--- src/common/backend_consts.svh ---
`ifndef BACKEND_CONSTS_SVH
`define BACKEND_CONSTS_SVH

// data path width.
`define XLEN 16

// reorder buffer geometry.
`define ROB_SIZE 8
`define ROB_TAG_LEN 3

`define REG_ADDR_LEN 4
`define TARGET_LEN 8

// issue word: two kind bits on top of a 46-bit payload.
`define INSTR_LEN 48

// fill bits that pad each payload view out to the full word.
`define ALU_PAD_LEN (`INSTR_LEN - 2 - 2 - `REG_ADDR_LEN - 2 * `XLEN)
`define BR_PAD_LEN (`INSTR_LEN - 2 - 3 - 2 * `XLEN - `TARGET_LEN)

// alu results waiting for the bus.
`define CDB_QUEUE_DEPTH 2

`endif

--- src/common/backend_pkg.sv ---
`include "backend_consts.svh"

package backend_pkg;

    typedef enum logic [1:0] {
        kind_alu    = 2'd0,
        kind_branch = 2'd1
    } instr_kind_e;

    typedef enum logic [1:0] {
        op_add = 2'd0,
        op_sub = 2'd1,
        op_and = 2'd2,
        op_xor = 2'd3
    } alu_op_e;

    // lt and ge compare the operands as unsigned values.
    typedef enum logic [1:0] {
        cond_eq = 2'd0,
        cond_ne = 2'd1,
        cond_lt = 2'd2,
        cond_ge = 2'd3
    } br_cond_e;

    typedef struct packed {
        alu_op_e                  op;
        logic [`REG_ADDR_LEN-1:0] dest;
        logic [`XLEN-1:0]         a;
        logic [`XLEN-1:0]         b;
        logic [`ALU_PAD_LEN-1:0]  pad;
    } alu_fields_t;

    typedef struct packed {
        br_cond_e               cond;
        logic                   predict_taken;
        logic [`BR_PAD_LEN-1:0] pad;
        logic [`XLEN-1:0]       a;
        logic [`XLEN-1:0]       b;
        logic [`TARGET_LEN-1:0] target;
    } branch_fields_t;

    // the same payload bits, read by kind.
    typedef union packed {
        alu_fields_t    alu;
        branch_fields_t br;
    } instr_payload_u;

    typedef struct packed {
        instr_kind_e    kind;
        instr_payload_u payload;
    } instr_t;

endpackage

--- src/reorder_buffer/reorder_buffer.sv ---
`timescale 1ns/1ps

`include "backend_consts.svh"

module reorder_buffer (
    input  logic                     clk,
    input  logic                     rst_n,
    input  logic                     dispatch,
    input  logic                     has_dest,
    input  logic [`REG_ADDR_LEN-1:0] dest_reg,
    input  logic                     cdb_valid,
    input  logic [`ROB_TAG_LEN-1:0]  cdb_tag,
    input  logic [`XLEN-1:0]         cdb_data,
    input  logic [`XLEN-1:0]         cdb_target,
    input  logic                     cdb_mispredict,
    output logic [`ROB_TAG_LEN-1:0]  alloc_tag,
    output logic                     not_full,
    output logic                     commit_valid,
    output logic                     commit_wb_en,
    output logic [`REG_ADDR_LEN-1:0] commit_reg,
    output logic [`XLEN-1:0]         commit_data,
    output logic [`XLEN-1:0]         commit_target,
    output logic                     flush
);

    localparam int CNT_W = $clog2(`ROB_SIZE + 1);

    logic [`ROB_SIZE-1:0]     entry_valid;
    logic [`ROB_SIZE-1:0]     entry_ready;
    logic [`ROB_SIZE-1:0]     entry_has_dest;
    logic [`ROB_SIZE-1:0]     entry_mispredict;
    logic [`REG_ADDR_LEN-1:0] entry_reg [`ROB_SIZE];
    logic [`XLEN-1:0]         entry_data [`ROB_SIZE];
    logic [`XLEN-1:0]         entry_target [`ROB_SIZE];

    logic [`ROB_TAG_LEN-1:0] head;
    logic [`ROB_TAG_LEN-1:0] tail;
    logic [CNT_W-1:0]        count;
    logic                    allocate;
    logic                    retire;

    function automatic logic [`ROB_TAG_LEN-1:0] next_ptr(input logic [`ROB_TAG_LEN-1:0] ptr);
        if (ptr == `ROB_TAG_LEN'(`ROB_SIZE - 1)) begin
            return '0;
        end
        return ptr + 1'b1;
    endfunction

    assign not_full  = (count != CNT_W'(`ROB_SIZE));
    assign allocate  = dispatch && not_full;
    assign alloc_tag = tail;

    // the head retires as soon as its result has been written.
    assign commit_valid  = entry_valid[head] && entry_ready[head];
    assign commit_wb_en  = commit_valid && entry_has_dest[head];
    assign commit_reg    = entry_reg[head];
    assign commit_data   = entry_data[head];
    assign commit_target = entry_target[head];
    assign flush         = commit_valid && entry_mispredict[head];
    assign retire        = commit_valid;

    always_ff @(posedge clk) begin
        if (!rst_n || flush) begin
            entry_valid <= '0;
            entry_ready <= '0;
            head        <= '0;
            tail        <= '0;
            count       <= '0;
        end else begin
            if (allocate) begin
                entry_valid[tail] <= 1'b1;
                entry_ready[tail] <= 1'b0;
                tail              <= next_ptr(tail);
            end
            if (cdb_valid) begin
                entry_ready[cdb_tag] <= 1'b1;
            end
            if (retire) begin
                entry_valid[head] <= 1'b0;
                head              <= next_ptr(head);
            end
            case ({allocate, retire})
                2'b10:   count <= count + 1'b1;
                2'b01:   count <= count - 1'b1;
                default: count <= count;
            endcase
        end
    end

    // entry contents are only looked at while the entry is valid.
    always_ff @(posedge clk) begin
        if (allocate) begin
            entry_has_dest[tail] <= has_dest;
            entry_reg[tail]      <= dest_reg;
        end
        if (cdb_valid) begin
            entry_data[cdb_tag]       <= cdb_data;
            entry_target[cdb_tag]     <= cdb_target;
            entry_mispredict[cdb_tag] <= cdb_mispredict;
        end
    end

endmodule

--- src/source/alu_unit.sv ---
`timescale 1ns/1ps

`include "backend_consts.svh"

module alu_unit (
    input  logic                    clk,
    input  logic                    rst_n,
    input  logic                    flush,
    input  logic                    start,
    input  backend_pkg::alu_op_e    op,
    input  logic [`ROB_TAG_LEN-1:0] tag,
    input  logic [`XLEN-1:0]        a,
    input  logic [`XLEN-1:0]        b,
    output logic                    done,
    output logic [`ROB_TAG_LEN-1:0] done_tag,
    output logic [`XLEN-1:0]        result
);

    logic                    s1_valid;
    backend_pkg::alu_op_e    s1_op;
    logic [`ROB_TAG_LEN-1:0] s1_tag;
    logic [`XLEN-1:0]        s1_a;
    logic [`XLEN-1:0]        s1_b;
    logic [`XLEN-1:0]        s1_result;

    always_ff @(posedge clk) begin
        if (!rst_n || flush) begin
            s1_valid <= 1'b0;
            done     <= 1'b0;
        end else begin
            s1_valid <= start;
            done     <= s1_valid;
        end
    end

    // stage one captures operands.
    always_ff @(posedge clk) begin
        if (start) begin
            s1_op  <= op;
            s1_tag <= tag;
            s1_a   <= a;
            s1_b   <= b;
        end
    end

    always_comb begin
        case (s1_op)
            backend_pkg::op_add: s1_result = s1_a + s1_b;
            backend_pkg::op_sub: s1_result = s1_a - s1_b;
            backend_pkg::op_and: s1_result = s1_a & s1_b;
            default:             s1_result = s1_a ^ s1_b;
        endcase
    end

    // stage two holds the result.
    always_ff @(posedge clk) begin
        if (s1_valid) begin
            done_tag <= s1_tag;
            result   <= s1_result;
        end
    end

endmodule

--- src/source/branch_unit.sv ---
`timescale 1ns/1ps

`include "backend_consts.svh"

module branch_unit (
    input  logic                    clk,
    input  logic                    rst_n,
    input  logic                    flush,
    input  logic                    start,
    input  backend_pkg::br_cond_e   cond,
    input  logic                    predict_taken,
    input  logic [`ROB_TAG_LEN-1:0] tag,
    input  logic [`XLEN-1:0]        a,
    input  logic [`XLEN-1:0]        b,
    input  logic [`TARGET_LEN-1:0]  target,
    output logic                    done,
    output logic [`ROB_TAG_LEN-1:0] done_tag,
    output logic [`XLEN-1:0]        target_out,
    output logic                    mispredict
);

    logic taken;

    always_comb begin
        case (cond)
            backend_pkg::cond_eq: taken = (a == b);
            backend_pkg::cond_ne: taken = (a != b);
            backend_pkg::cond_lt: taken = (a < b);
            default:              taken = (a >= b);
        endcase
    end

    always_ff @(posedge clk) begin
        if (!rst_n || flush) begin
            done <= 1'b0;
        end else begin
            done <= start;
        end
    end

    // a not-taken branch reports a zero target.
    always_ff @(posedge clk) begin
        if (start) begin
            done_tag   <= tag;
            target_out <= taken ? {{(`XLEN - `TARGET_LEN){1'b0}}, target} : '0;
            mispredict <= (taken != predict_taken);
        end
    end

endmodule

--- src/source/cdb_arbiter.sv ---
`timescale 1ns/1ps

`include "backend_consts.svh"

module cdb_arbiter (
    input  logic                    clk,
    input  logic                    rst_n,
    input  logic                    flush,
    input  logic                    alu_done,
    input  logic [`ROB_TAG_LEN-1:0] alu_tag,
    input  logic [`XLEN-1:0]        alu_result,
    input  logic                    br_done,
    input  logic [`ROB_TAG_LEN-1:0] br_tag,
    input  logic [`XLEN-1:0]        br_target,
    input  logic                    br_mispredict,
    output logic                    cdb_valid,
    output logic [`ROB_TAG_LEN-1:0] cdb_tag,
    output logic [`XLEN-1:0]        cdb_data,
    output logic [`XLEN-1:0]        cdb_target,
    output logic                    cdb_mispredict
);

    localparam int PTR_W = $clog2(`CDB_QUEUE_DEPTH);
    localparam int CNT_W = $clog2(`CDB_QUEUE_DEPTH + 1);

    logic [`ROB_TAG_LEN-1:0] q_tag [`CDB_QUEUE_DEPTH];
    logic [`XLEN-1:0]        q_data [`CDB_QUEUE_DEPTH];
    logic [PTR_W-1:0]        rd_ptr;
    logic [PTR_W-1:0]        wr_ptr;
    logic [CNT_W-1:0]        q_count;
    logic                    q_empty;
    logic                    q_push;
    logic                    q_pop;
    logic                    send_alu;

    function automatic logic [PTR_W-1:0] next_ptr(input logic [PTR_W-1:0] ptr);
        if (ptr == PTR_W'(`CDB_QUEUE_DEPTH - 1)) begin
            return '0;
        end
        return ptr + 1'b1;
    endfunction

    // branch first, then the oldest waiting alu result, then a fresh one.
    assign q_empty  = (q_count == '0);
    assign q_pop    = !br_done && !q_empty;
    assign q_push   = alu_done && (br_done || !q_empty);
    assign send_alu = alu_done && !br_done && q_empty;

    always_ff @(posedge clk) begin
        if (!rst_n || flush) begin
            cdb_valid <= 1'b0;
            rd_ptr    <= '0;
            wr_ptr    <= '0;
            q_count   <= '0;
        end else begin
            cdb_valid <= br_done || q_pop || send_alu;
            if (q_push) begin
                wr_ptr <= next_ptr(wr_ptr);
            end
            if (q_pop) begin
                rd_ptr <= next_ptr(rd_ptr);
            end
            q_count <= q_count + CNT_W'(q_push) - CNT_W'(q_pop);
        end
    end

    always_ff @(posedge clk) begin
        if (q_push) begin
            q_tag[wr_ptr]  <= alu_tag;
            q_data[wr_ptr] <= alu_result;
        end
        if (br_done) begin
            cdb_tag        <= br_tag;
            cdb_data       <= '0;
            cdb_target     <= br_target;
            cdb_mispredict <= br_mispredict;
        end else if (q_pop) begin
            cdb_tag        <= q_tag[rd_ptr];
            cdb_data       <= q_data[rd_ptr];
            cdb_target     <= '0;
            cdb_mispredict <= 1'b0;
        end else if (send_alu) begin
            cdb_tag        <= alu_tag;
            cdb_data       <= alu_result;
            cdb_target     <= '0;
            cdb_mispredict <= 1'b0;
        end
    end

endmodule

--- src/source/ooo_backend.sv ---
`timescale 1ns/1ps

`include "backend_consts.svh"

module ooo_backend (
    input  logic                     clk,
    input  logic                     rst_n,
    input  logic                     issue_valid,
    input  backend_pkg::instr_t      issue_instr,
    output logic                     issue_ready,
    output logic                     commit_valid,
    output logic                     commit_wb_en,
    output logic [`REG_ADDR_LEN-1:0] commit_reg,
    output logic [`XLEN-1:0]         commit_data,
    output logic [`XLEN-1:0]         commit_target,
    output logic                     flush
);

    backend_pkg::alu_fields_t    alu_f;
    backend_pkg::branch_fields_t br_f;

    logic                    accept;
    logic                    alu_start;
    logic                    br_start;
    logic [`ROB_TAG_LEN-1:0] alloc_tag;

    logic                    alu_done;
    logic [`ROB_TAG_LEN-1:0] alu_tag;
    logic [`XLEN-1:0]        alu_result;
    logic                    br_done;
    logic [`ROB_TAG_LEN-1:0] br_tag;
    logic [`XLEN-1:0]        br_target;
    logic                    br_mispredict;

    logic                    cdb_valid;
    logic [`ROB_TAG_LEN-1:0] cdb_tag;
    logic [`XLEN-1:0]        cdb_data;
    logic [`XLEN-1:0]        cdb_target;
    logic                    cdb_mispredict;

    assign alu_f = issue_instr.payload.alu;
    assign br_f  = issue_instr.payload.br;

    // a word of unknown kind is accepted and dropped without a tag.
    assign accept    = issue_valid && issue_ready;
    assign alu_start = accept && (issue_instr.kind == backend_pkg::kind_alu);
    assign br_start  = accept && (issue_instr.kind == backend_pkg::kind_branch);

    reorder_buffer reorder_buffer_i (
        .clk(clk), .rst_n(rst_n),
        .dispatch(alu_start || br_start), .has_dest(alu_start), .dest_reg(alu_f.dest),
        .cdb_valid(cdb_valid), .cdb_tag(cdb_tag), .cdb_data(cdb_data),
        .cdb_target(cdb_target), .cdb_mispredict(cdb_mispredict),
        .alloc_tag(alloc_tag), .not_full(issue_ready),
        .commit_valid(commit_valid), .commit_wb_en(commit_wb_en), .commit_reg(commit_reg),
        .commit_data(commit_data), .commit_target(commit_target), .flush(flush)
    );

    alu_unit alu_unit_i (
        .clk(clk), .rst_n(rst_n), .flush(flush), .start(alu_start),
        .op(alu_f.op), .tag(alloc_tag), .a(alu_f.a), .b(alu_f.b),
        .done(alu_done), .done_tag(alu_tag), .result(alu_result)
    );

    branch_unit branch_unit_i (
        .clk(clk), .rst_n(rst_n), .flush(flush), .start(br_start),
        .cond(br_f.cond), .predict_taken(br_f.predict_taken), .tag(alloc_tag),
        .a(br_f.a), .b(br_f.b), .target(br_f.target),
        .done(br_done), .done_tag(br_tag), .target_out(br_target), .mispredict(br_mispredict)
    );

    cdb_arbiter cdb_arbiter_i (
        .clk(clk), .rst_n(rst_n), .flush(flush),
        .alu_done(alu_done), .alu_tag(alu_tag), .alu_result(alu_result),
        .br_done(br_done), .br_tag(br_tag), .br_target(br_target),
        .br_mispredict(br_mispredict),
        .cdb_valid(cdb_valid), .cdb_tag(cdb_tag), .cdb_data(cdb_data),
        .cdb_target(cdb_target), .cdb_mispredict(cdb_mispredict)
    );

endmodule

--- config.mk ---
export PLATFORM = sky130hd
export DESIGN_NAME = ooo_backend
export DESIGN_NICKNAME = d
export VERILOG_FILES = /design/src/common/backend_pkg.sv /design/src/reorder_buffer/reorder_buffer.sv /design/src/source/alu_unit.sv /design/src/source/branch_unit.sv /design/src/source/cdb_arbiter.sv /design/src/source/ooo_backend.sv
export VERILOG_INCLUDE_DIRS = /design/src /design/src/common
export SDC_FILE = /design/constraint.sdc
export NUM_CORES = 1
export LEC_CHECK = 0
export ABC_AREA = 1
export CORE_AREA = 2 2 187 189
export DETAILED_ROUTE_END_ITERATION = 8
export DIE_AREA = 0 0 189 191
export DONT_BUFFER_PORTS = 1
export GPL_TIMING_DRIVEN = 0
export PLACE_DENSITY = 0.8
export SLEW_MARGIN = 20
export SYNTH_ARGS = -nofsm -noshare
export SYNTH_HDL_FRONTEND = slang
export SYNTH_SLANG_ARGS = --single-unit
--- constraint.sdc ---
create_clock -name clk -period 4.6 [get_ports clk]
set_input_delay 0.92 -clock clk [delete_from_list [all_inputs] [get_ports clk]]
set_output_delay 0.92 -clock clk [all_outputs]
set_load 0.01 [all_outputs]
# Word level (Yosys, flattened, before mapping)
# Memory sizes are Yosys's and may differ from the RTL's. A register that Yosys moved wholly into a read port is not among the register bits.
# Index checks and enable logic that the tools add are counted.
# Widths: inputs -> output; s select.
# word_totals
regBits	162
ram_bits	326
output_inout_bits	40
word_cells	173
memories	5
# memory_table
memory	depth	width	read_ports	rd_ports_with_merged_regs	wr	line_no	rtl
reorder_buffer_i.entry_data	8	16	1	1	1	reorder_buffer.sv:33	logic [`XLEN-1:0] entry_data [`ROB_SIZE];
reorder_buffer_i.entry_target	8	16	1	1	1	reorder_buffer.sv:34	logic [`XLEN-1:0] entry_target [`ROB_SIZE];
cdb_arbiter_i.q_data	2	16	1	1	1	cdb_arbiter.sv:27	logic [`XLEN-1:0] q_data [`CDB_QUEUE_DEPTH];
reorder_buffer_i.entry_reg	8	4	1	1	1	reorder_buffer.sv:32	logic [`REG_ADDR_LEN-1:0] entry_reg [`ROB_SIZE];
cdb_arbiter_i.q_tag	2	3	1	1	1	cdb_arbiter.sv:26	logic [`ROB_TAG_LEN-1:0] q_tag [`CDB_QUEUE_DEPTH];
# classes
n_addsub	10
order_cmp	8
n_eq_ne	13
muxes	72
bitwise_logic	8
n_reduce_logical	29
# op_table
operator	count
$mux 16	5
$mux 8	6
$pmux 16 s3	1
$mux 3	13
$mux 1	36
$add 16x16->16	1
$and 16x16->16	1
$and 8x8->8	2
$bwmux 8	2
$eq 16x16->1	1
$ge 16x16->1	1
$lt 16x16->1	1
$ne 16x16->1	1
$not 8->8	2
$or 8x8->8	2
$sub 16x16->16	1
$xor 16x16->16	1
$logic_and 1x1->1	14
$bmux 1 s3	4
$lt 3x4->1 const B	3
$demux 1 s3	3
$ge 3x1->1 const B	3
$eq 2x1->1 const B	4
$logic_not 2->1	4
other kinds (16)	28

# Depth between registers and ports, before layout
# depth
word_depth	10
ltp_mapped	19
ltp_nobuf	19

# Cells and area by module
# From an unflattened synthesis, not the netlist that was laid out.
# unflattened
hier_cells	1930
hier_area_um2	21096.5
# by_module_without_submodules
module	n_inst	cells_each	area_each_um2	seq_area_each_um2
reorder_buffer	1	1102	13330.3	9709.3
alu_unit	1	361	3460.8	1721.7
cdb_arbiter	1	326	3221.8	2182.1
branch_unit	1	133	1053.5	380.4
ooo_backend	1	8	30.0	0.0

# Worst setup path before layout
# OpenSTA, ideal clock, no wires.
# synth_timing
path_type	input -> register
startpoint	in issue_instr[46] in the netlist's numbering
endpoint	reg reorder_buffer_i.entry_has_dest[0], data pin
setup_time_ns	0.771
arrival_time_ns	3.892
required_ns	3.829
setup_slack_ns	-0.063
cell_stages	1
path_buffers	0
cell_sequence	nor3_1
# synth_via
elab_chain_cells	3
# synth_rtl
item	line_no	rtl
start: declaration	ooo_backend.sv:9	input backend_pkg::instr_t issue_instr,
$logic_not 2->1	ooo_backend.sv:46	assign alu_start = accept && (issue_instr.kind == backend_pkg::kind_alu);
$logic_and 1x1->1	ooo_backend.sv:46	
$bwmux 8	reorder_buffer.sv:93	entry_has_dest[tail] <= has_dest;
end signal: indexed assignment	reorder_buffer.sv:93	
end: declaration	reorder_buffer.sv:30	logic [`ROB_SIZE-1:0] entry_has_dest;
# Every way passes these cells.
# A chain may end at the register's enable or synchronous reset.

==> flow_summary.toml <==
[outcome]
outcome = "finished clean"

[sta]
setup_viol = 0
slew_viol_final = 0
worstMarginPinSlew_ns = 1.06
slew_headroom_pct = 29.3
fin_crit_ns = 3.79
tns_ns = 0
min_period_over_period_pct = 82.4
fmax_ghz = 0.264
rsz0062_at_grt = "no"
hold_viol = 0
finClkSkew_ns = 0.0220

[route]
viasPerCell = 5.63
drc = 0
wl_per_cell_um = 19.0
num_vias = 12335
drt-pass1-iter-count = 6
ant_nets = 0
drtIter0Drc = 1643
drt_wl_total_um = 41500

[yosys]
syn_inst = 1636
yosys.area_share.simple_pct = 14.0
synth_top_family_by_area = "simple AND/OR/NAND/NOR gates"
dominantRegCellSynth = "edfxtp_1"
synthDistinctLibCells = 41
syn_avg_cell_area_um2 = 10.9
synth_compound_area_share_pct = 9.57
synth-warning-count = 0
synth_largest_area_cell = "edfxtp_1"
synth_xor_area_share_pct = 0.885
synthesis.area_mm2 = 0.0178
yosysSeqAreaShare_pct = 66.4
synth_edf_count = 358
async_flop_share_pct = 0
yosys.area_share.adder_pct = 4.23
synth-seq-cells = 412
synth_top_area_share_pct = 60.3
synth_mux_area_share_pct = 0
synthTopCellsByArea = "edfxtp_1 60%, nor2_1 6.6%, dfxtp_1 6.1%, nand2_1 5.0%, o21ai_0 4.2%"

[place]
hpwlAfterDp_um = 28500
dp.cells = 2111
gp_congestion = 0.868
io_buffers = 0
placed_area_mm2 = 0.0188

[final_layout]
nNetsFinal = 1810
n_fill_cell = 2577
largest_register = "reorder_buffer_i.entry_data"
regArea_mm2 = 0.0118
largest_register_ffs = 128
synthToLayoutAreaGrowth_pct = 13.2
multi_input_area_mm2 = 0.00522
drive_above_1_share_pct = 6.81
final_area_mm2 = 0.0202
utilization_pct = 59.1
final_common_cell = "edfxtp_1"
stdcell_count = 2189
final_cell_mix = "358 x edfxtp_1, 304 x nor2_1, 235 x nand2_1"
diodes = 0
reg_top3 = "reorder_buffer_i.entry_data x128, reorder_buffer_i.entry_target x64"

[global_route]
grt_pass1_vias = 12325
use_met1_pct = 27.0
grt-ovfl-total = 0
grtUsageMet3_pct = 4.04
gr-usage-met2_pct = 41.6
antenna_found_initial = 0
top_usage_layer = "met2"
grt_pass1_wl_um = 64800
track_usage_pct = 23.0
grt_max_degree = 21

[power]
power_density_mw_per_mm2 = 468
power.total_mw = 9.44
ir_drop_v = 0.000293
p_leak_nw = 7.58

[clocking]
cts-resized-gates = 0
cts.clk_slew.worst_paths_ns = 0.06
cts_sinks = 412
cts_buffer_depth = 3
cts-hold-fix-buffers = 0
tritoncts = "yes"
cts_setup_buffers = 0
clock-root-buffer = "clkbuf_16"
numCtsBuffers = 42
clk_latency_ns = 0.56
htreeDepth = 2

[critical_path]
critPathLaunchType = "flop"
crit_chain = "clkbuf_1 -> clkbuf_1 -> nor2_1 -> nor2_1 -> o21ai_0 -> a31oi_1"
criticalPathCategory = "flop to output pin"
critPathBufInv = 2
endpoint_kind = "output pin"
cpLargestDelayFamily = "buffers and inverters"
cp.arrival_ns = 2.87
cp_slowest_stage_delay_ns = 0.56
required_ns = 3.68
crit_path_top_delay_cell = "clkbuf_1"
crit_path_max_fanout = 10

[floorplanning]
initial_core_util_pct = 52.2
num_rows = 68
dieArea_mm2 = 0.0361
die_h_um = 191
core_region_area_mm2 = 0.0341
die_w_um = 189
io_pins = 91

[hold_path]
worstHoldPathType = "flop to flop"

[flow_run]
drv_cap = 0
## cell type report
cell class	count	share of cell area, %
inverters	145	2.70
multi-input cells	1016	25.9
clock inverters	23	1.32
clock buffers	55	5.55
repair buffers	13	1.41
flip-flops and latches	412	58.7
plain buffers	70	1.63
well taps	455	2.82
## synth_stat cells, types with 10 or more instances
master    instances
o21ai_0         149
dfxtp_1          54
ha_1             57
a31oi_1          28
nand2_1         235
inv_1           142
o211ai_1         16
clkbuf_1         48
edfxtp_1        358
nand3_1          46
a21oi_1          57
xor2_1           10
o22ai_1          36
nor2_1          314
## metal layers
metal	up-vias	wire, µm
li1	5785	-
met1	5732	15000
met2	695	21000
met3	123	3990
met4	0	1590
met5	-	0
## where the power goes
part / switching (mW) / leakage (nW) / internal, mW
Combinational: 0.735 / 3.20 / 0.325
Sequential: 0.339 / 3.72 / 4.63
Clock: 1.44 / 0.671 / 1.97
Total: 2.51 / 7.58 / 6.93
## worst paths after layout
path | from | to | slack, ns | depth (start not counted)
setup reg to reg | alu_unit_i.s1_op[1]$_DFFE_PP_ | alu_unit_i.result[9]$_DFFE_PP_ | 1.41 | 17
setup / recovery | flop | commit_data[12] | 0.81 | 6
hold reg to reg | alu_unit_i.s1_tag[0]$_DFFE_PP_ | alu_unit_i.done_tag[0]$_DFFE_PP_ | 0.42 | 0
hold / removal | alu_unit_i.s1_tag[0]$_DFFE_PP_ | alu_unit_i.done_tag[0]$_DFFE_PP_ | 0.42 | 0
## through the flow
stage | worst slack [ns] | hold WS (ns)
detailed placement | 1.45 | 0.407
finish | 0.811 | 0.420
global route | 0.740 | 0.434
CTS | 0.815 | 0.423
floorplan | 1.44 | 0.400
global placement | 0.694 | 0.404
## cell families after synthesis
family                     count (synthesis)
AOI/OAI and AO/OA                        304
xor gates and xnor gates                  18
adders and majority gates                 59
buffers and inverters                    215
DFF                                      412
other                                      1
and+or+nand+nor                          627
Note: power is estimated with default switching activity, not from simulation.
